## src/logic/csr_defines.svh

```systemverilog
`ifndef CSR_DEFINES_SVH
`define CSR_DEFINES_SVH

// User counters and their time aliases
`define CSR_ADDR_CYCLE      12'hC00
`define CSR_ADDR_CYCLEH     12'hC80
`define CSR_ADDR_TIME       12'hC01
`define CSR_ADDR_TIMEH      12'hC81
`define CSR_ADDR_INSTRET    12'hC02
`define CSR_ADDR_INSTRETH   12'hC82

// Machine information and scratch
`define CSR_ADDR_MVENDORID  12'hF11
`define CSR_ADDR_MARCHID    12'hF12
`define CSR_ADDR_MIMPID     12'hF13
`define CSR_ADDR_MHARTID    12'hF14
`define CSR_ADDR_MISA       12'h301
`define CSR_ADDR_MSCRATCH   12'h340

// 32-bit base ISA
`define CSR_MISA_MXL        2'b01

`define CSR_HART_INDEX_WIDTH 8

`endif

```

## src/logic/csrPkg.sv

```systemverilog
package csrPkg;

	// Address field of a CSR instruction
	typedef logic [11:0] csrAddr_t;

	// One register word on the read and write ports
	typedef logic [31:0] csrData_t;

	// Full width of cycle and instret
	typedef logic [63:0] csrCounter_t;

endpackage

```

## src/logic/csrCounter.sv

```systemverilog
`timescale 1ns/10ps

`include "csr_defines.svh"

module csrCounter #(
	parameter csrPkg::csrAddr_t addrLow = `CSR_ADDR_CYCLE,
	parameter csrPkg::csrAddr_t addrHigh = `CSR_ADDR_CYCLEH,
	parameter csrPkg::csrAddr_t aliasLow = `CSR_ADDR_TIME,
	parameter csrPkg::csrAddr_t aliasHigh = `CSR_ADDR_TIMEH
) (
	input logic clk,
	input logic arstN,
	input logic countEnable,
	input logic csrReadEnable,
	input logic csrWriteEnable,
	input csrPkg::csrAddr_t csrAddress,
	output logic hit,
	output logic writeDenied,
	output csrPkg::csrData_t readData
);

	csrPkg::csrCounter_t count;
	logic lowSel;
	logic highSel;
	logic anySel;
	logic anyStrobe;

	always_ff @(posedge clk or negedge arstN) begin
		if (!arstN) begin
			count <= '0;
		end else if (countEnable) begin
			count <= count + 64'd1;
		end
	end

	// Alias pair may equal the primary pair
	assign lowSel = (csrAddress == addrLow) || (csrAddress == aliasLow);
	assign highSel = (csrAddress == addrHigh) || (csrAddress == aliasHigh);
	assign anySel = lowSel || highSel;
	assign anyStrobe = csrReadEnable || csrWriteEnable;

	// Sampled before this edge's increment
	always_ff @(posedge clk or negedge arstN) begin
		if (!arstN) begin
			hit <= 1'b0;
			writeDenied <= 1'b0;
			readData <= '0;
		end else begin
			hit <= anyStrobe && anySel;
			writeDenied <= csrWriteEnable && anySel;
			if (csrReadEnable && lowSel) begin
				readData <= count[31:0];
			end else if (csrReadEnable && highSel) begin
				readData <= count[63:32];
			end else begin
				readData <= '0;
			end
		end
	end

	// Responses only follow a strobe
	assert property (@(posedge clk) disable iff (!arstN)
		!anyStrobe |=> !hit && (readData == '0));

endmodule

```

## src/logic/csrMachineBank.sv

```systemverilog
`timescale 1ns/10ps

`include "csr_defines.svh"

module csrMachineBank (
	input logic clk,
	input logic arstN,
	input logic csrReadEnable,
	input logic csrWriteEnable,
	input csrPkg::csrAddr_t csrAddress,
	input csrPkg::csrData_t csrWriteData,
	input logic [10:0] manufacturerId,
	input logic [15:0] partId,
	input logic [3:0] versionId,
	input logic [`CSR_HART_INDEX_WIDTH-1:0] coreIndex,
	input logic [25:0] extensions,
	output logic hit,
	output logic writeDenied,
	output csrPkg::csrData_t readData
);

	csrPkg::csrData_t vendorWord;
	csrPkg::csrData_t archWord;
	csrPkg::csrData_t implWord;
	csrPkg::csrData_t hartWord;
	csrPkg::csrData_t misaWord;
	csrPkg::csrData_t mscratch;
	csrPkg::csrData_t selValue;
	logic idSel;
	logic scratchSel;

	// Identity words, zero extended
	assign vendorWord = {21'b0, manufacturerId};
	assign archWord = {16'b0, partId};
	assign implWord = {28'b0, versionId};
	assign hartWord = {{(32-`CSR_HART_INDEX_WIDTH){1'b0}}, coreIndex};
	assign misaWord = {`CSR_MISA_MXL, 4'b0, extensions};

	always_comb begin
		idSel = 1'b1;
		scratchSel = 1'b0;
		selValue = '0;
		case (csrAddress)
			`CSR_ADDR_MVENDORID: selValue = vendorWord;
			`CSR_ADDR_MARCHID: selValue = archWord;
			`CSR_ADDR_MIMPID: selValue = implWord;
			`CSR_ADDR_MHARTID: selValue = hartWord;
			`CSR_ADDR_MISA: selValue = misaWord;
			`CSR_ADDR_MSCRATCH: begin
				idSel = 1'b0;
				scratchSel = 1'b1;
				selValue = mscratch;
			end
			default: idSel = 1'b0;
		endcase
	end

	// Visible to a read in the next cycle
	always_ff @(posedge clk or negedge arstN) begin
		if (!arstN) begin
			mscratch <= '0;
		end else if (csrWriteEnable && scratchSel) begin
			mscratch <= csrWriteData;
		end
	end

	// A read beside a write still sees the old scratch word
	always_ff @(posedge clk or negedge arstN) begin
		if (!arstN) begin
			hit <= 1'b0;
			writeDenied <= 1'b0;
			readData <= '0;
		end else begin
			hit <= (csrReadEnable || csrWriteEnable) && (idSel || scratchSel);
			writeDenied <= csrWriteEnable && idSel;
			if (csrReadEnable) begin
				readData <= selValue;
			end else begin
				readData <= '0;
			end
		end
	end

endmodule

```

## src/logic/csrReadSelect.sv

```systemverilog
`timescale 1ns/10ps

module csrReadSelect (
	input logic clk,
	input logic arstN,
	input logic csrReadEnable,
	input logic csrWriteEnable,
	input logic cycleHit,
	input logic instretHit,
	input logic machineHit,
	input logic cycleDenied,
	input logic instretDenied,
	input logic machineDenied,
	input csrPkg::csrData_t cycleData,
	input csrPkg::csrData_t instretData,
	input csrPkg::csrData_t machineData,
	output csrPkg::csrData_t csrReadData,
	output logic illegalAccess
);

	logic accessPending;
	logic anyHit;
	logic anyDenied;

	// Tracks the request whose responses arrive now
	always_ff @(posedge clk or negedge arstN) begin
		if (!arstN) begin
			accessPending <= 1'b0;
		end else begin
			accessPending <= csrReadEnable || csrWriteEnable;
		end
	end

	assign anyHit = cycleHit || instretHit || machineHit;
	assign anyDenied = cycleDenied || instretDenied || machineDenied;

	// Blocks drive zero unless they were read
	assign csrReadData = cycleData | instretData | machineData;

	// Unclaimed address or write to a read-only register
	assign illegalAccess = accessPending && (!anyHit || anyDenied);

	// Block address ranges must not overlap
	assert property (@(posedge clk) disable iff (!arstN)
		$onehot0({cycleHit, instretHit, machineHit}));

endmodule

```

## src/logic/csrFile.sv

```systemverilog
`timescale 1ns/10ps

`include "csr_defines.svh"

module csrFile (
	input logic clk,
	input logic arstN,

	// CSR access
	input logic csrReadEnable,
	input logic csrWriteEnable,
	input csrPkg::csrAddr_t csrAddress,
	input csrPkg::csrData_t csrWriteData,
	output csrPkg::csrData_t csrReadData,
	output logic illegalAccess,

	// System inputs
	input logic [`CSR_HART_INDEX_WIDTH-1:0] coreIndex,
	input logic [10:0] manufacturerId,
	input logic [15:0] partId,
	input logic [3:0] versionId,
	input logic [25:0] extensions,
	input logic instructionCompleted
);

	logic cycleHit;
	logic cycleDenied;
	csrPkg::csrData_t cycleData;
	logic instretHit;
	logic instretDenied;
	csrPkg::csrData_t instretData;
	logic machineHit;
	logic machineDenied;
	csrPkg::csrData_t machineData;

	// Time reads back the cycle counter
	csrCounter #(
		.addrLow(`CSR_ADDR_CYCLE),
		.addrHigh(`CSR_ADDR_CYCLEH),
		.aliasLow(`CSR_ADDR_TIME),
		.aliasHigh(`CSR_ADDR_TIMEH)
	) cycleCounter (
		.clk(clk),
		.arstN(arstN),
		.countEnable(1'b1),
		.csrReadEnable(csrReadEnable),
		.csrWriteEnable(csrWriteEnable),
		.csrAddress(csrAddress),
		.hit(cycleHit),
		.writeDenied(cycleDenied),
		.readData(cycleData)
	);

	// No alias for instret
	csrCounter #(
		.addrLow(`CSR_ADDR_INSTRET),
		.addrHigh(`CSR_ADDR_INSTRETH),
		.aliasLow(`CSR_ADDR_INSTRET),
		.aliasHigh(`CSR_ADDR_INSTRETH)
	) instretCounter (
		.clk(clk),
		.arstN(arstN),
		.countEnable(instructionCompleted),
		.csrReadEnable(csrReadEnable),
		.csrWriteEnable(csrWriteEnable),
		.csrAddress(csrAddress),
		.hit(instretHit),
		.writeDenied(instretDenied),
		.readData(instretData)
	);

	csrMachineBank machineBank (
		.clk(clk),
		.arstN(arstN),
		.csrReadEnable(csrReadEnable),
		.csrWriteEnable(csrWriteEnable),
		.csrAddress(csrAddress),
		.csrWriteData(csrWriteData),
		.manufacturerId(manufacturerId),
		.partId(partId),
		.versionId(versionId),
		.coreIndex(coreIndex),
		.extensions(extensions),
		.hit(machineHit),
		.writeDenied(machineDenied),
		.readData(machineData)
	);

	csrReadSelect readSelect (
		.clk(clk),
		.arstN(arstN),
		.csrReadEnable(csrReadEnable),
		.csrWriteEnable(csrWriteEnable),
		.cycleHit(cycleHit),
		.instretHit(instretHit),
		.machineHit(machineHit),
		.cycleDenied(cycleDenied),
		.instretDenied(instretDenied),
		.machineDenied(machineDenied),
		.cycleData(cycleData),
		.instretData(instretData),
		.machineData(machineData),
		.csrReadData(csrReadData),
		.illegalAccess(illegalAccess)
	);

endmodule

```

## config.mk

```make
export PLATFORM = sky130hd
export DESIGN_NAME = csrFile
export DESIGN_NICKNAME = d
export VERILOG_FILES = /design/src/logic/csrPkg.sv /design/src/logic/csrCounter.sv /design/src/logic/csrMachineBank.sv /design/src/logic/csrReadSelect.sv /design/src/logic/csrFile.sv
export VERILOG_INCLUDE_DIRS = /design/src /design/src/logic
export SDC_FILE = /design/constraint.sdc
export NUM_CORES = 1
export LEC_CHECK = 0
export ABC_CLOCK_PERIOD_IN_PS = 4700
export BUFFER_PORTS_ARGS = -buffer_cell sky130_fd_sc_hd__clkbuf_2
export CAP_MARGIN = 20
export CORE_ASPECT_RATIO = 0.9
export CORE_MARGIN = 10
export CORE_UTILIZATION = 62
export CTS_BUF_LIST = sky130_fd_sc_hd__clkbuf_4 sky130_fd_sc_hd__clkbuf_8
export DETAILED_ROUTE_END_ITERATION = 7
export HOLD_SLACK_MARGIN = 0.05
export PLACE_DENSITY = 0.87
export SLEW_MARGIN = 20
export SYNTH_ARGS = -nofsm -noshare
export SYNTH_HDL_FRONTEND = slang
export SYNTH_HIERARCHICAL = 1
export SYNTH_SLANG_ARGS = --single-unit
```

## constraint.sdc

```tcl
create_clock -name clk -period 4.7 [get_ports clk]
set_input_delay 0.94 -clock clk [delete_from_list [all_inputs] [get_ports clk]]
set_output_delay 0.94 -clock clk [all_outputs]
set_load 0.02 [all_outputs]
```

; ---- Yosys cells after proc, flatten, opt, wreduce, memory -nomap -nowiden
; Cells that the tools add are included.
[totals]
ff_bits = 263
inputBits = 114
out_inout_bits = 33
[op_classes]
add_sub_neg = 2
n_eq_ne = 12
mux = 8
n_bitwise = 2
n_reduce_logical = 25
[op_table]
columns = cell, count
row1 = case mux 32 bit (6 select lines), 1
row2 = two-way mux 32 bit, 5
row3 = "adder 64 x 1 -> 64 bit, second input constant", 2
row4 = "equality test 12 bit, second input constant", 10
row5 = OR 32 bit, 2
row6 = "equality test 12 x 10 -> 1 bit, second input constant", 2
row7 = logical AND 1 bit, 12
row8 = logical OR 1 bit, 11
row9 = OR reduction 5 bit, 1
row10 = two-way mux 1 bit, 2
row11 = zero test 1 bit, 1

; ---- Longest topological paths before layout
; Gate-level depths: netlist of run 1.
[depth]
depth_word = 5
ltp_mapped = 7
mapped_depth_nobuf = 6

; ---- By module
; The synthesis of run 1 kept the hierarchy.
[modules_own_cells]
columns = module, n_inst, cells_per_inst, area_each_um2
row1 = csrCounter at instretCounter, 1, 384, 4441.8
row2 = csrCounter at cycleCounter, 1, 345, 4197.8
row3 = csrMachineBank, 1, 227, 2927.8
row4 = csrReadSelect, 1, 36, 247.7
row5 = csrFile, 1, 1, 3.8

; ---- Least setup slack after synthesis of run 1
; No wires, ideal clock.
[synth_path]
kind = input to register
from = input csrAddress[0]
to = register machineBank.readData[6]
setup_ps = 133
arrival_time_ps = 2124
path_slack_ps = 2443
stages = 7
n_path_buf = 2
cell_sequence = buf_4 > nor2b_1 > nor3b_2 > o311a_1 > o2111ai_2 > buf_6 > a21oi_2
[synth_via]
elab_chain_len = 3
[synth_lines]
columns = element, line_no
row1 = from (decl), csrFile.sv:12  ; input csrPkg::csrAddr_t csrAddress,
row2 = equality test 12 x 10 -> 1 bit / equality test 12 bit (equally long branches), csrMachineBank.sv:43  ; case (csrAddress)
row3 = case mux 32 bit (6 select lines) (*), csrMachineBank.sv:43
row4 = two-way mux 32 bit (*), csrMachineBank.sv:76  ; if (csrReadEnable) begin
row5 = to (signal assigned), csrMachineBank.sv:77  ; readData <= selValue;
row6 = to (decl), csrMachineBank.sv:19  ; output csrPkg::csrData_t readData
; Every way passes the cells marked *; elsewhere a longest branch is shown, timed or not.
; A chain may end at the register's enable or synchronous reset.

; ---- Worst setup path in the final report of run 1
[layout_path]
from = input csrAddress[4]
to = register machineBank.readData[5]
; Same word-level chain as after synthesis.

==> results of run 1 <==
[flip-flops by register name, indices dropped and copies added (netlist names)]
register,flops
machineBank/hit,1
cycleCounter/readData,32
cycleCounter/count,64
instretCounter/hit,1
instretCounter/writeDenied,1
cycleCounter/hit,1
machineBank/writeDenied,1
cycleCounter/writeDenied,1
machineBank/readData,32
instretCounter/count,64
instretCounter/readData,32
readSelect/accessPending,1
machineBank/mscratch,32
[cell type report]
class                           instances  area (sq um)
Fill cell                            1268          4980
Clock inverter                          8          71.3
Timing Repair Buffer                  154           813
Inverter                               16          60.1
Multi-Input combinational cell        681          5020
Sequential cell                       263          6580
Tap cell                              245           307
Clock buffer                           57           753
[cell families after synthesis]
kind of cell,Yosys count,synth area share [%]
DFF,263,55.7
AOI/OAI and AO/OA,126,9.04
other,1,0.0317
adders and majority gates,2,0.212
xor gates and xnor gates,126,9.40
muxes,38,3.58
buffers and inverters,53,2.06
and+or+nand+nor,384,20.0
[cell usage in the layout (no fill, tap or decap), types with 4 or more instances in the layout]
cell      count
dfrtp_1     263
clkbuf_2    145
a22o_1       73
xor2_1       70
nand2_1      61
xnor2_1      55
clkbuf_8     52
nand3_1      51
nor2_1       46
or3_1        36
nand4_1      35
nor3_1       33
mux2_2       29
and3_1       26
nor4_1       18
a22oi_1      17
inv_1        16
nor3_2       12
and4_1       10
a21oi_2      10
buf_4         7
and2_1        6
nor4_2        6
a21oi_1       6
clkinv_2      5
clkbuf_4      5
conb_1        5
mux2_1        5
nor4_4        4
nand3_2       4
or2_2         4
nor4b_1       4
a222oi_1      4
mux2i_1       4
[routing by layer]
metal	global-route usage (%)	part of all wire [%]	up-vias
li1	-	-	3936
met1	35.1	42	4530
met2	38.8	47	430
met3	4.88	9.2	53
met4	6.97	1.9	0
met5	0	0	-
[worst max-delay path, delay by kind of cell]
kind / cells / cell delay, ns
buf+inv: 1 / 0.13
compound gates: 2 / 0.97
simple gates: 2 / 1.16
[final timing paths]
kind / startpoint / to / depth (start not counted)
min in group clk: instretCounter/count[63] / instretCounter/count[63] / 1
min: arstN / machineBank/mscratch[1] / 1
min reg2reg: instretCounter/count[63] / instretCounter/count[63] / 1
max reg2reg: cycleCounter/count[19] / cycleCounter/count[63] / 5
max in group asynchronous: arstN / cycleCounter/readData[22] / 2
max: csrAddress[4] / machineBank/readData[5] / 5
[per-stage QoR]
| step | utilization (%) | instance area [sq um] | power [mW] | std cells | hold WS, ns |
|---|---|---|---|---|---|
| after floorplan | - | 11800 | 2.56 | 997 | 0.442 |
| after CTS | 73.2 | 13600 | 4.65 | 1424 | 0.439 |
| after global routing | 73.2 | 13600 | 4.79 | 1424 | 0.472 |
| after global placement | 68.8 | 12800 | 2.69 | 1359 | 0.463 |
| final | 73.2 | 13600 | 4.62 | 1424 | 0.412 |
| after detailed placement | 68.8 | 12800 | 2.71 | 1359 | 0.461 |
[where the power goes]
group	internal, mW	switching (mW)
Sequential	2.33	0.101
Clock	1.08	0.859
Combinational	0.112	0.136
==> flow_metrics.tcl, run 1 <==
set metrics [dict create \
    antennaDiodeCount 0 \
    grt_overflow 0 \
    final_max_slew_viol_count 0 \
    drive_gt1_share_pct 26.5 \
    h-tree-depth 2 \
    required_ns 5.13 \
    ctsResizeCount 0 \
    ant_nets 0 \
    tns_ns 0 \
    rows 47 \
    ys_top_cells_by_count "dfrtp_1, a22o_1, xor2_1, nand2_1, xnor2_1" \
    cts.sinks 263 \
    core-area_sq_um 18600 \
    synth_edf_count 0 \
    post-synth-top-count-cell "dfrtp_1" \
    io_pins 147 \
    postCtsSetupBuffers 0 \
    path_clk_slew_ns 0.06 \
    skew_ns 0.0236 \
    hold_class "in -> async" \
    routedWlPerCell_um 22.0 \
    syn_avg_cell_area_sq_um 11.9 \
    pwr_density_cell_nw_per_um2 339 \
    crit_path_max_incr_delay_ns 0.73 \
    synth_area_leaders "dfrtp_1, a22o_1, xor2_1, xnor2_1, mux2_2" \
    grt_pass1_vias 8963 \
    fmax_mhz 360 \
    slew_headroom_pct 37.9 \
    slowest_stage "nor3_2" \
    cp-start-kind "input pin" \
    maxCapViolCount 0 \
    clock_latency_ns 0.55 \
    cp_max_fo 12 \
    routabilityCongestion 0.943 \
    ys.warnings.count 6 \
    grt_max_degree 100 \
    drt_iter0_drc 1004 \
    dp_worst_setup_slack_ns 1.44 \
    setup_slack_ns 1.92 \
    via_per_inst 6.28 \
    grt_usage_pct 24.9 \
    routed_wl_mm 31.4 \
    cp_cell_sequence "clkbuf_2 -> or3_4 -> nor3_2 -> o2111ai_2 -> a21oi_1" \
    cts-root-buf "clkbuf_8" \
    finalCritPeriodShare_pct 59.1 \
    dieWidth_um 166 \
    start_util_pct 63.6 \
    ys.flop_type "dfrtp_1" \
    leakage_nw 6.84 \
    hold_viol 0 \
    rsz0062_at_grt "no" \
    antenna_found_initial 1 \
    synthArstFlopShare_pct 100 \
    yosysSeqAreaShare_pct 55.7 \
    synth_area_sq_um 11800 \
    vias 8949 \
    portBuffers 146 \
    synth_top_area_share_pct 55.7 \
    period_minus_slack_ns 2.78 \
    peakVddDrop_mv 0.306 \
    hpwl_mm 22.4 \
    fin_nets 1273 \
    route.detailed.drc 0 \
    yosysUniqueCellTypes 64 \
    finalSetupViolCount 0 \
    worst_slew_pin_slew_ns 0.932 \
    grt_pass1_wl_mm 49.1 \
    cts_made_buffers 41 \
    synth_area_leader_cell "dfrtp_1" \
    cp-end-kind "flop" \
    die_y_um 151 \
    outcome "finished, final reports clean" \
    rrSetupSlack_ns 2.06 \
    dieArea_sq_um 25000 \
    arrival_ns 3.21 \
    cts_hold_buf 0 \
    first_pass_iters 8 \
    ys_ff_latch 263 \
    cts_tree "built" \
    syn_to_final_growth_pct 15.1 \
    setup.worst_path.class "in -> reg" \
    synthesis.instances 993 \
    clock_path_buffers 3 \
]
Note: power is estimated with default switching activity, not from simulation.
==> inputs of run 2 (changes only) <==
- ABC_CLOCK_PERIOD_IN_PS: 4700 -> 2800
- CORE_UTILIZATION: 62 -> 60
- PLACE_DENSITY: 0.87 -> 0.85
- clock period: 4.7 -> 2.8 ns (I/O delays scaled with it)
==> flow_metrics.tcl, run 2 (synthesized netlist as in run 1, its figures left out) <==
set metrics [dict create \
    fmax_mhz 434 \
    leakage_nw 6.93 \
    placed_area_sq_um 12900 \
    pwr_density_cell_nw_per_um2 567 \
    hold_class "in -> reg" \
    outcome "finished, final reports clean" \
    rrSetupSlack_ns 0.50 \
    postCtsSetupBuffers 0 \
    dp.cells 1376 \
    grt_pass1_wl_mm 49.2 \
    min_path_cells 2 \
    cts-root-buf "clkbuf_8" \
    setup_slack_ns 0.497 \
    period_minus_slack_ns 2.30 \
    hold_viol 0 \
    final_common_cell "dfrtp_1" \
    hp-start "csrWriteData[5]" \
    antennaDiodeCount 0 \
    startpoint "cycleCounter/count[0]" \
    maxCapViolCount 0 \
    route.detailed.drc 0 \
    post-route-cell-area_sq_um 13800 \
    final_max_slew_viol_count 0 \
    portBuffers 146 \
    hpwl_mm 22.6 \
    ant_nets 0 \
    fin_util_pct 71.4 \
    drive_gt1_share_pct 27.3 \
    worst_slew_pin_slew_ns 0.702 \
    clock_path_buffers 3 \
    routabilityCongestion 0.911 \
    fin_nets 1286 \
    io_pins 147 \
    cp_cell_sequence "ha_1 -> nand4_2 -> nor4_4 -> nand3_1 -> buf_4 -> nor4_1 -> xor2_1" \
    syn_to_final_growth_pct 16.5 \
    cp-start-kind "flop" \
    crit_path_max_incr_delay_ns 0.40 \
    drt_iter0_drc 955 \
    path_clk_slew_ns 0.06 \
    rows 48 \
    reg2reg_depth 7 \
    final_cells 1446 \
    slowest_stage "dfrtp_1" \
    dieArea_sq_um 25700 \
    peakVddDrop_mv 0.368 \
    hold_end "machineBank/mscratch[5]" \
    mostFrequentLayoutCells "dfrtp_1, clkbuf_2, a22o_1" \
    antenna_found_initial 2 \
    die_y_um 153 \
    finalSetupViolCount 0 \
    reg.largest.list "cycleCounter/count (64), instretCounter/count (64)" \
    finalCritPeriodShare_pct 82.3 \
    clock_latency_ns 0.55 \
    core-area_sq_um 19300 \
    first_pass_iters 5 \
    reg2reg_to "cycleCounter/count[58]" \
    tns_ns 0 \
    grt_overflow 0 \
    grt_max_degree 76 \
    reg2reg_from "cycleCounter/count[0]" \
    skew_ns 0.0155 \
    routedWlPerCell_um 21.5 \
    cp_max_fo 8 \
    arrival_ns 2.77 \
    required_ns 3.26 \
    slew_headroom_pct 52.7 \
    start_util_pct 61.3 \
    cts_made_buffers 41 \
    setup.worst_path.class "reg -> reg" \
    grt_usage_pct 23.7 \
    h-tree-depth 2 \
    cts.sinks 263 \
    vias 8913 \
    dieWidth_um 168 \
    rsz0062_at_grt "no" \
    routed_wl_mm 31.1 \
    grt_pass1_vias 9090 \
    whs_ns 0.235 \
    power.total_mw 7.81 \
    cp-end-kind "flop" \
    dp_worst_setup_slack_ns 0.507 \
    via_per_inst 6.16 \
    cts_tree "built" \
]
## run 2: where the power goes
group,switching [mW],internal (mW)
Combinational,0.227,0.197
Clock,1.44,1.88
Sequential,0.168,3.90
## run 2: area by class of cell
type / instances / area (sq um)
Clock buffer: 60 / 782
Clock inverter: 9 / 72.6
Multi-Input combinational cell: 681 / 5020
Sequential cell: 263 / 6580
Timing Repair Buffer: 167 / 938
Inverter: 16 / 60.1
Tap cell: 250 / 313
Fill cell: 1308 / 5520
## run 2: worst max-delay path, delay by kind of cell, from the launching register on
kind	cells	cell delay, ns
simple gates	4	1.14
flops	1	0.40
buf+inv	1	0.27
fa+ha+maj	1	0.21
xor+xnor	1	0.20
## run 2: worst max path at each step
stage / end / cells past startpoint / slack [ns]
after CTS: cycleCounter/count[58] / 7 / 0.50
after detailed placement: instretCounter/readData[25] / 6 / 0.51
after global routing: cycleCounter/count[58] / 7 / 0.25
after global placement: instretCounter/readData[27] / 6 / 0.56
final: cycleCounter/count[58] / 7 / 0.50
after floorplan: cycleCounter/count[25] / 5 / 0.88
## run 2: layer usage
metal,part of all wire (%),global-route usage [%],up-vias
met3,8.1,5.05,76
met1,42,32.3,4469
met5,0,0,-
met2,47,36.7,404
met4,2.8,8.33,0
li1,-,-,3964
## run 2: repair_timing
item | CTS | global route
hold buffers | 1 | 0
endpoints found under the hold margin | 70 | 0
gates resized for setup | 0 | 0
